[config.mk]
export PLATFORM = sky130hd
export DESIGN_NAME = mipsCore
export DESIGN_NICKNAME = d
export VERILOG_FILES = /design/src/rtl/mipsPkg.sv /design/src/rtl/mipsCore.sv /design/src/rtl/memAccess.sv /design/src/rtl/regFile.sv /design/src/rtl/alu.sv /design/src/rtl/controller.sv
export SDC_FILE = /design/constraint.sdc
export NUM_CORES = 2
export LEC_CHECK = 0
export BUFFER_PORTS_ARGS = -buffer_cell sky130_fd_sc_hd__buf_2
export CAP_MARGIN = 20
export CELL_PAD_IN_SITES_DETAIL_PLACEMENT = 0
export CELL_PAD_IN_SITES_GLOBAL_PLACEMENT = 1
export CORE_ASPECT_RATIO = 0.75
export CORE_MARGIN = 5
export CORE_UTILIZATION = 35
export CTS_CLUSTER_SIZE = 14
export DETAILED_ROUTE_END_ITERATION = 16
export PLACE_DENSITY_LB_ADDON = 0.1
export SLEW_MARGIN = 20
export SYNTH_ARGS = -nofsm -noshare
export SYNTH_HDL_FRONTEND = slang
export SYNTH_SLANG_ARGS = --single-unit
[constraint.sdc]
create_clock -name clk -period 18.9 [get_ports clk]
set_clock_uncertainty 0.1 [all_clocks]
set_input_delay 3.78 -clock clk [delete_from_list [all_inputs] [get_ports clk]]
set_output_delay 3.78 -clock clk [all_outputs]
set_load 0.05 [all_outputs]
[src/rtl/mipsPkg.sv]
package mipsPkg;

    ////////////////////////////////////////////////////////////
    // core constants
    ////////////////////////////////////////////////////////////

    localparam int XLEN     = 32;
    localparam int REGS     = 32;
    localparam int LINK_REG = 31;
    localparam logic [31:0] RESET_PC = 32'h0000_0000;

    ////////////////////////////////////////////////////////////
    // instruction encodings
    ////////////////////////////////////////////////////////////

    typedef enum logic [5:0] {
        OP_RTYPE  = 6'b000000,
        OP_REGIMM = 6'b000001,
        OP_J      = 6'b000010,
        OP_JAL    = 6'b000011,
        OP_BEQ    = 6'b000100,
        OP_BNE    = 6'b000101,
        OP_BLEZ   = 6'b000110,
        OP_BGTZ   = 6'b000111,
        OP_ADDI   = 6'b001000,
        OP_SLTI   = 6'b001010,
        OP_ANDI   = 6'b001100,
        OP_ORI    = 6'b001101,
        OP_XORI   = 6'b001110,
        OP_LB     = 6'b100000,
        OP_LH     = 6'b100001,
        OP_LW     = 6'b100011,
        OP_SB     = 6'b101000,
        OP_SH     = 6'b101001,
        OP_SW     = 6'b101011
    } opcodeE;

    // function field of R-type words
    typedef enum logic [5:0] {
        F_SLL = 6'b000000,
        F_SRL = 6'b000010,
        F_JR  = 6'b001000,
        F_MUL = 6'b011000,
        F_ADD = 6'b100000,
        F_SUB = 6'b100010,
        F_AND = 6'b100100,
        F_OR  = 6'b100101,
        F_XOR = 6'b100110,
        F_NOR = 6'b100111,
        F_SLT = 6'b101010
    } funcE;

    typedef enum logic [3:0] {
        ALU_ADD,
        ALU_SUB,
        ALU_MUL,
        ALU_AND,
        ALU_OR,
        ALU_NOR,
        ALU_XOR,
        ALU_SLL,
        ALU_SRL,
        ALU_SLT,
        ALU_LUI_NONE
    } aluOpE;

    typedef enum logic [2:0] {BR_NONE, BR_EQ, BR_NE, BR_GTZ, BR_LEZ, BR_GEZ, BR_LTZ} branchE;
    typedef enum logic [1:0] {JMP_NONE, JMP_TARGET, JMP_REG} jumpE;
    typedef enum logic [1:0] {SZ_BYTE, SZ_HALF, SZ_WORD} memSizeE;
    typedef enum logic {EXT_SIGN, EXT_ZERO} immExtE;

    ////////////////////////////////////////////////////////////
    // bundles
    ////////////////////////////////////////////////////////////

    typedef struct packed {
        aluOpE    aluOp;
        logic     aluSrcImm;
        logic     shiftByShamt;
        immExtE   immExt;
        logic     regDst;       // 1 selects rd, 0 selects rt
        logic     regWrite;
        logic     memToReg;
        logic     memRead;
        logic     memWrite;
        memSizeE  memSize;
        branchE   branch;
        jumpE     jump;
        logic     link;
        logic     illegal;
    } ctrlT;

    typedef struct packed {
        logic        cyc;
        logic        stb;
        logic        we;
        logic [3:0]  sel;
        logic [31:0] adr;
        logic [31:0] datW;
    } wbReqT;

    typedef struct packed {
        logic        ack;
        logic [31:0] datR;
    } wbRspT;

endpackage
[src/rtl/mipsCore.sv]
`timescale 1ns/1ns

module mipsCore import mipsPkg::*; (
    input  logic        clk,
    input  logic        rstN,
    output logic [31:0] imemAddr,
    input  logic [31:0] imemData,
    output wbReqT       wbReq,
    input  wbRspT       wbRsp
);

    ctrlT            ctrl;
    logic [XLEN-1:0] pc;
    logic [XLEN-1:0] pcPlus4;
    logic [XLEN-1:0] nextPc;
    logic [XLEN-1:0] branchTarget;
    logic [XLEN-1:0] jumpTarget;
    logic [XLEN-1:0] immSext;
    logic [XLEN-1:0] immVal;
    logic [XLEN-1:0] rsData;
    logic [XLEN-1:0] rtData;
    logic [XLEN-1:0] aluB;
    logic [XLEN-1:0] aluResult;
    logic [XLEN-1:0] loadData;
    logic [XLEN-1:0] wData;
    logic [4:0]      shiftAmt;
    logic [4:0]      wAddr;
    logic            aluZero;
    logic            negA;
    logic            zeroA;
    logic            takeBranch;
    logic            memDone;
    logic            stall;
    logic            regWe;

    assign imemAddr = pc;
    assign pcPlus4  = pc + 32'd4;

    controller uCtrl (
        .op   (imemData[31:26]),
        .func (imemData[5:0]),
        .rt   (imemData[20:16]),
        .ctrl (ctrl)
    );

    ////////////////////////////////////////////////////////////
    // operands and execute
    ////////////////////////////////////////////////////////////

    assign immSext = {{16{imemData[15]}}, imemData[15:0]};
    assign immVal  = (ctrl.immExt == EXT_ZERO) ? {16'h0000, imemData[15:0]} : immSext;
    assign aluB    = ctrl.aluSrcImm ? immVal : rtData;
    // variable shifts would take rs, not decoded here
    assign shiftAmt = ctrl.shiftByShamt ? imemData[10:6] : rsData[4:0];

    alu uAlu (
        .a      (rsData),
        .b      (aluB),
        .shamt  (shiftAmt),
        .aluOp  (ctrl.aluOp),
        .result (aluResult),
        .zero   (aluZero),
        .negA   (negA),
        .zeroA  (zeroA)
    );

    memAccess uMem (
        .clk       (clk),
        .rstN      (rstN),
        .ctrl      (ctrl),
        .addr      (aluResult),
        .storeData (rtData),
        .loadData  (loadData),
        .done      (memDone),
        .wbReq     (wbReq),
        .wbRsp     (wbRsp)
    );

    // hold everything until the bus acks
    assign stall = (ctrl.memRead | ctrl.memWrite) & ~memDone;

    ////////////////////////////////////////////////////////////
    // writeback
    ////////////////////////////////////////////////////////////

    assign wAddr = ctrl.link   ? 5'(LINK_REG) :
                   ctrl.regDst ? imemData[15:11] : imemData[20:16];
    assign wData = ctrl.link     ? pcPlus4  :
                   ctrl.memToReg ? loadData : aluResult;
    assign regWe = ctrl.regWrite & ~ctrl.illegal & ~stall;

    regFile uRegs (
        .clk    (clk),
        .rstN   (rstN),
        .rs     (imemData[25:21]),
        .rt     (imemData[20:16]),
        .rsData (rsData),
        .rtData (rtData),
        .we     (regWe),
        .wAddr  (wAddr),
        .wData  (wData)
    );

    ////////////////////////////////////////////////////////////
    // next pc
    ////////////////////////////////////////////////////////////

    assign branchTarget = pcPlus4 + {immSext[XLEN-3:0], 2'b00};
    assign jumpTarget   = {pcPlus4[31:28], imemData[25:0], 2'b00};

    always_comb begin
        case (ctrl.branch)
            BR_EQ:   takeBranch = aluZero;
            BR_NE:   takeBranch = ~aluZero;
            BR_GTZ:  takeBranch = ~negA & ~zeroA;
            BR_LEZ:  takeBranch = negA | zeroA;
            BR_GEZ:  takeBranch = ~negA;
            BR_LTZ:  takeBranch = negA;
            default: takeBranch = 1'b0;
        endcase
    end

    always_comb begin
        case (ctrl.jump)
            JMP_TARGET: nextPc = jumpTarget;
            JMP_REG:    nextPc = rsData;
            default:    nextPc = takeBranch ? branchTarget : pcPlus4;
        endcase
    end

    always_ff @(posedge clk) begin
        if (!rstN) begin
            pc <= RESET_PC;
        end else if (!stall) begin
            pc <= nextPc;
        end
    end

endmodule

[src/rtl/memAccess.sv]
`timescale 1ns/1ns

module memAccess import mipsPkg::*; (
    input  logic        clk,
    input  logic        rstN,
    input  ctrlT        ctrl,
    input  logic [31:0] addr,
    input  logic [31:0] storeData,
    output logic [31:0] loadData,
    output logic        done,
    output wbReqT       wbReq,
    input  wbRspT       wbRsp
);

    typedef enum logic {IDLE, WAIT} stateE;

    stateE state;
    wbReqT freshReq;
    wbReqT reqQ;
    logic  memOp;

    assign memOp = ctrl.memRead | ctrl.memWrite;

    ////////////////////////////////////////////////////////////
    // request from the decoded instruction
    ////////////////////////////////////////////////////////////

    always_comb begin
        freshReq     = '0;
        freshReq.cyc = 1'b1;
        freshReq.stb = 1'b1;
        freshReq.we  = ctrl.memWrite;
        freshReq.adr = {addr[31:2], 2'b00};
        case (ctrl.memSize)
            SZ_BYTE: begin
                freshReq.sel  = 4'b0001 << addr[1:0];
                freshReq.datW = {4{storeData[7:0]}};
            end
            SZ_HALF: begin
                freshReq.sel  = addr[1] ? 4'b1100 : 4'b0011;
                freshReq.datW = {2{storeData[15:0]}};
            end
            default: begin
                freshReq.sel  = 4'b1111;
                freshReq.datW = storeData;
            end
        endcase
    end

    // first cycle drives straight from decode, later cycles replay the latch
    always_comb begin
        if (!rstN) begin
            wbReq = '0;
        end else if (state == WAIT) begin
            wbReq = reqQ;
        end else if (memOp) begin
            wbReq = freshReq;
        end else begin
            wbReq = '0;
        end
    end

    assign done = wbReq.stb & wbRsp.ack;

    always_ff @(posedge clk) begin
        if (state == IDLE) begin
            reqQ <= freshReq;
        end
    end

    always_ff @(posedge clk) begin
        if (!rstN) begin
            state <= IDLE;
        end else begin
            case (state)
                IDLE:    if (wbReq.stb && !wbRsp.ack) state <= WAIT;
                default: if (wbRsp.ack) state <= IDLE;
            endcase
        end
    end

    ////////////////////////////////////////////////////////////
    // load lane select and sign extension
    ////////////////////////////////////////////////////////////

    always_comb begin
        case (wbReq.sel)
            4'b0001: loadData = {{24{wbRsp.datR[7]}}, wbRsp.datR[7:0]};
            4'b0010: loadData = {{24{wbRsp.datR[15]}}, wbRsp.datR[15:8]};
            4'b0100: loadData = {{24{wbRsp.datR[23]}}, wbRsp.datR[23:16]};
            4'b1000: loadData = {{24{wbRsp.datR[31]}}, wbRsp.datR[31:24]};
            4'b0011: loadData = {{16{wbRsp.datR[15]}}, wbRsp.datR[15:0]};
            4'b1100: loadData = {{16{wbRsp.datR[31]}}, wbRsp.datR[31:16]};
            default: loadData = wbRsp.datR;
        endcase
    end

    aStbCyc: assert property (@(posedge clk) disable iff (!rstN)
        wbReq.stb |-> wbReq.cyc);

    // a stalled access keeps its request on the bus
    aAdrHold: assert property (@(posedge clk) disable iff (!rstN)
        (wbReq.stb && !wbRsp.ack) |=> (wbReq.stb && $stable(wbReq.adr)));

endmodule

[src/rtl/regFile.sv]
`timescale 1ns/1ns

module regFile import mipsPkg::*; (
    input  logic        clk,
    input  logic        rstN,
    input  logic [4:0]  rs,
    input  logic [4:0]  rt,
    output logic [31:0] rsData,
    output logic [31:0] rtData,
    input  logic        we,
    input  logic [4:0]  wAddr,
    input  logic [31:0] wData
);

    logic [XLEN-1:0] regs [REGS];

    // programs start from all-zero registers
    always_ff @(posedge clk) begin
        if (!rstN) begin
            for (int i = 0; i < REGS; i++) begin
                regs[i] <= '0;
            end
        end else if (we && (wAddr != 5'd0)) begin
            regs[wAddr] <= wData;
        end
    end

    // reads see the old value during a write cycle
    assign rsData = (rs == 5'd0) ? '0 : regs[rs];
    assign rtData = (rt == 5'd0) ? '0 : regs[rt];

endmodule

[src/rtl/alu.sv]
`timescale 1ns/1ns

module alu import mipsPkg::*; (
    input  logic [31:0] a,
    input  logic [31:0] b,
    input  logic [4:0]  shamt,
    input  aluOpE       aluOp,
    output logic [31:0] result,
    output logic        zero,
    output logic        negA,
    output logic        zeroA
);

    logic [XLEN-1:0] diff;
    logic            lessThan;

    assign diff     = a - b;
    assign lessThan = $signed(a) < $signed(b);

    always_comb begin
        case (aluOp)
            ALU_ADD:      result = a + b;
            ALU_SUB:      result = diff;
            // low word of the product only
            ALU_MUL:      result = a * b;
            ALU_AND:      result = a & b;
            ALU_OR:       result = a | b;
            ALU_NOR:      result = ~(a | b);
            ALU_XOR:      result = a ^ b;
            // shifts act on the rt operand
            ALU_SLL:      result = b << shamt;
            ALU_SRL:      result = b >> shamt;
            ALU_SLT:      result = {{(XLEN - 1){1'b0}}, lessThan};
            ALU_LUI_NONE: result = b;
            default:      result = '0;
        endcase
    end

    // equality for beq and bne
    assign zero = (diff == '0);

    // flags on rs alone for the compare-with-zero branches
    assign negA  = a[XLEN-1];
    assign zeroA = (a == '0);

endmodule

[src/rtl/controller.sv]
`timescale 1ns/1ns

module controller import mipsPkg::*; (
    input  logic [5:0] op,
    input  logic [5:0] func,
    input  logic [4:0] rt,
    output ctrlT       ctrl
);

    // bundle that changes no state
    function automatic ctrlT nopCtrl(input logic bad);
        ctrlT c;
        c         = '0;
        c.aluOp   = ALU_LUI_NONE;
        c.immExt  = EXT_SIGN;
        c.memSize = SZ_WORD;
        c.branch  = BR_NONE;
        c.jump    = JMP_NONE;
        c.illegal = bad;
        return c;
    endfunction

    always_comb begin
        ctrl = nopCtrl(1'b0);
        case (opcodeE'(op))
            OP_RTYPE: begin
                ctrl.regDst   = 1'b1;
                ctrl.regWrite = 1'b1;
                case (funcE'(func))
                    F_ADD: ctrl.aluOp = ALU_ADD;
                    F_SUB: ctrl.aluOp = ALU_SUB;
                    F_MUL: ctrl.aluOp = ALU_MUL;
                    F_AND: ctrl.aluOp = ALU_AND;
                    F_OR:  ctrl.aluOp = ALU_OR;
                    F_NOR: ctrl.aluOp = ALU_NOR;
                    F_XOR: ctrl.aluOp = ALU_XOR;
                    F_SLT: ctrl.aluOp = ALU_SLT;
                    F_SLL: begin
                        ctrl.aluOp        = ALU_SLL;
                        ctrl.shiftByShamt = 1'b1;
                    end
                    F_SRL: begin
                        ctrl.aluOp        = ALU_SRL;
                        ctrl.shiftByShamt = 1'b1;
                    end
                    F_JR: begin
                        ctrl.regWrite = 1'b0;
                        ctrl.jump     = JMP_REG;
                    end
                    default: ctrl = nopCtrl(1'b1);
                endcase
            end
            // bltz and bgez, told apart by rt
            OP_REGIMM: begin
                if (rt[4:1] == 4'b0000) begin
                    ctrl.aluOp  = ALU_SUB;
                    ctrl.branch = rt[0] ? BR_GEZ : BR_LTZ;
                end else begin
                    ctrl = nopCtrl(1'b1);
                end
            end
            OP_J: ctrl.jump = JMP_TARGET;
            OP_JAL: begin
                ctrl.jump     = JMP_TARGET;
                ctrl.link     = 1'b1;
                ctrl.regWrite = 1'b1;
            end
            OP_BEQ, OP_BNE, OP_BLEZ, OP_BGTZ: begin
                ctrl.aluOp = ALU_SUB;
                case (opcodeE'(op))
                    OP_BEQ:  ctrl.branch = BR_EQ;
                    OP_BNE:  ctrl.branch = BR_NE;
                    OP_BLEZ: ctrl.branch = BR_LEZ;
                    default: ctrl.branch = BR_GTZ;
                endcase
            end
            OP_ADDI, OP_SLTI, OP_ANDI, OP_ORI, OP_XORI: begin
                ctrl.aluSrcImm = 1'b1;
                ctrl.regWrite  = 1'b1;
                case (opcodeE'(op))
                    OP_ADDI: ctrl.aluOp = ALU_ADD;
                    OP_SLTI: ctrl.aluOp = ALU_SLT;
                    OP_ANDI: ctrl.aluOp = ALU_AND;
                    OP_ORI:  ctrl.aluOp = ALU_OR;
                    default: ctrl.aluOp = ALU_XOR;
                endcase
                // logical immediates are zero extended
                if (ctrl.aluOp inside {ALU_AND, ALU_OR, ALU_XOR}) begin
                    ctrl.immExt = EXT_ZERO;
                end
            end
            OP_LB, OP_LH, OP_LW: begin
                ctrl.aluOp     = ALU_ADD;
                ctrl.aluSrcImm = 1'b1;
                ctrl.regWrite  = 1'b1;
                ctrl.memToReg  = 1'b1;
                ctrl.memRead   = 1'b1;
                ctrl.memSize   = (opcodeE'(op) == OP_LB) ? SZ_BYTE :
                                 (opcodeE'(op) == OP_LH) ? SZ_HALF : SZ_WORD;
            end
            OP_SB, OP_SH, OP_SW: begin
                ctrl.aluOp     = ALU_ADD;
                ctrl.aluSrcImm = 1'b1;
                ctrl.memWrite  = 1'b1;
                ctrl.memSize   = (opcodeE'(op) == OP_SB) ? SZ_BYTE :
                                 (opcodeE'(op) == OP_SH) ? SZ_HALF : SZ_WORD;
            end
            default: ctrl = nopCtrl(1'b1);
        endcase
    end

    // a single bus access is either a read or a write
    always_comb begin
        assert (!(ctrl.memRead && ctrl.memWrite))
            else $error("controller: memRead and memWrite both set, op=%h", op);
    end

endmodule

==> results by group <==
Timing
  • Endpoints failing hold: 0
  • Final slew viol count: 0
  • Worst-Margin Slew: between 1000 and 1500 ps
  • Tmin final: ~19000 ps
  • Post-Route Setup TNS: 0 ps
  • Period utilization: approximately 98%
  • Rel. slew slack: 15.8%
  • Setup ws final: approximately 320 ps
  • Setup Viol. Count Final: 0
  • Unrepaired setup endpoints after global routing: false
  • Achievable clock frequency: ~54 MHz

Drt
  • Vias: between 70000 and 80000
  • Remaining antenna violation count: 0
  • DR iter-0 viols: roughly 12000
  • DRC violations left: 0
  • TritonRoute pass-1 iters: 12
  • Final WL: between 400000 and 500000 µm
  • Via-per-instance ratio: 6.33
  • Drt wl/cell: 40.3 µm

Hold path
  • Hold Crit Class: reg2reg

Layout
  • NumNets Final: just over 9000
  • Commonest non-fill, non-tap cell in the layout: nor2_1
  • Most frequent cells in the layout: 1322 x nor2_1, 1091 x edfxtp_1, 672 x nand2_1
  • Fraction of layout cells with a size suffix above 1: a little over a fifth
  • # fillers: about 24000
  • Synthesis-to-finish area growth: 14.6%
  • Final Util: 40.3%

Synthesis
  • Sequential cell area fraction in the yosys report: between 30% and 40%
  • Post-synth top area share: about 38%
  • Yosys warns: 0
  • Post-synth EDFFs: roughly 1100
  • Primary FF master, synth: edfxtp_1
  • Synth area leader: edfxtp_1
  • Post-synth ARST share: 0%
  • Mean Syn Cell Area: about 11 µm²
  • Synth Cell Area: between 80000 and 90000 µm²
  • Synth unique cells: around 120
  • Post-Synthesis Cells: approximately 8000
  • Seq cells post-synth: about 1100
  • Area contributors post-synth: edfxtp_1 38%, mux4_2 12%, fa_1 9.4%, nor2_1 5.8%, ha_1 3.6%

Flow run
  • Max_cap viols: 0

Clocking
  • Skew-Pair Late Insertion Delay: just over 800 ps
  • H-Tree Level Count: 4
  • Number of CTS-inserted buffers: 139
  • CTS Hold Bufs: 0
  • CTS Root Cell: clkbuf_16
  • Maximum clock insertion buffer count: 4
  • CTS tree: built
  • Clk pin slew, worst setup/hold paths: 60 ps
  • CTS sink cnt: 1124

GRT
  • Overflow after GRT: 0
  • Initial antenna violation count: 56
  • GRT Util Overall: 35.6%
  • Vias in the first global route: slightly above 70000
  • First-pass GRT wire length: 634000 µm
  • Largest net degree at the start of global routing: 74

Floorplan
  • Die area: 259000 µm²
  • I/O pins: 170
  • Height of the die: roughly 440 µm
  • Core ar.: roughly 250000 µm²
  • Die width: just under 600 µm
  • Initial Utilization: 35.2%
  • FP Rows: 158

Setup path
  • CP top delay family: compound AO/OA/AOI/OAI gates
  • CP arrival: 14700 ps
  • CP peak stage delay: 1040 ps
  • Crit Path Category: in2out
  • CP Capture Type: primary output
  • Buf/Inv on CP: 13
  • WP data required: between 15000 and 20000 ps
  • Crit-path max FO: 16
  • Critical-path top delay cell: a2111oi_2
  • Startpoint Class: primary input

Placed design
  • Placer Congestion: 0.991
  • Setup WS pre-CTS: -73.2 ps
  • # port buffers: about 170
  • DP Wirelength: 343000 µm

Run status
  • Run status: finished, final reports clean
==> cell type report <==
| class | instances | area (µm²) | share of cell area (%) |
|---|---|---|---|
| Clock buffer | 174 | 3650 | 3.66 |
| Antenna cell | 27 | 67.6 | 0.0677 |
| Sequential cell | 1124 | 33400 | 33.5 |
| Timing Repair Buffer | 836 | 6830 | 6.84 |
| Multi-Input combinational cell | 5569 | 48700 | 48.8 |
| Tap cell | 3280 | 4100 | 4.11 |
| Inverter | 673 | 2540 | 2.55 |
| Clock inverter | 59 | 548 | 0.549 |
==> synthesized netlist by cell type, types with 92 or more instances <==
cell type	count
mux4_2	479
buf_2	96
inv_1	655
nor3_1	128
xnor2_1	159
mux2i_1	285
o21ai_0	186
nand2_1	734
a22oi_1	119
clkbuf_1	386
o22ai_1	92
fa_1	411
ha_1	251
edfxtp_1	1091
nor2_1	1336
a21oi_1	207
==> metal layers <==
layer / vias to the layer above / GRT usage, % / share of wire [%]
li1: 29401 / - / -
met1: 38829 / 54.3 / 44
met2: 5399 / 44.1 / 37
met3: 702 / 15.1 / 15
met4: 18 / 12.0 / 3.9
met5: - / 0.445 / 0.054
==> state kept, by name, summed over array words and instances, names as in the netlist <==
signal,flops
imemAddr,32
uMem.reqQ,67
uMem.state,1
uRegs.regs,1024
==> kinds of logic after synthesis <==
kind of cell / Yosys count / share of synthesized area (%)
flops: 1124 / 38.3
buf+inv: 1336 / 6.94
fa+ha+maj: 664 / 13.1
compound gates: 1223 / 10.3
mux: 820 / 16.4
simple gates: 2623 / 12.7
other cells: 1 / 0.00430
xor+xnor: 205 / 2.12
==> per-stage QoR <==
step                hold WS, ps  std cells  cell area (µm²)
floorplan                   683       8029            87300
global placement            552      11475            95400
detailed placement          566      11478            95500
CTS                         593      11711            99700
global route                611      11723            99800
finish                      606      11742            99800
==> path summary, 6_finish.rpt <==
check	startpoint	endpoint	slack [ps]	cells past startpoint
worst max-delay path	imemData[18]	wbReq[62]	320	42
worst min-delay path	imemAddr[16]$_SDFFE_PN0N_	imemAddr[16]$_SDFFE_PN0N_	610	2
worst max register to register	uRegs.regs[29][3]$_SDFFCE_PN0P_	uRegs.regs[12][27]$_SDFFCE_PN0P_	7110	38
worst min register to register	imemAddr[16]$_SDFFE_PN0N_	imemAddr[16]$_SDFFE_PN0N_	610	2
==> repair_timing <==
action                     4_1_cts  5_1_grt
setup endpoints to repair        2        9
pin swaps                        0        1
resized for setup                1       14
setup buffers                    0        3
==> worst register-to-register path: cells and delay by family (launching register included) <==
family          cells  cell delay, ps
compound gates     10            3210
flops               1             390
simple gates        4             830
fa+ha+maj           9            4060
xor+xnor            1             180
mux                 1             480
buf+inv            13            2290
Power is left out: the tool's default activity adds up to more than one toggle a clock period on the data nets, which glitch-free logic cannot reach.
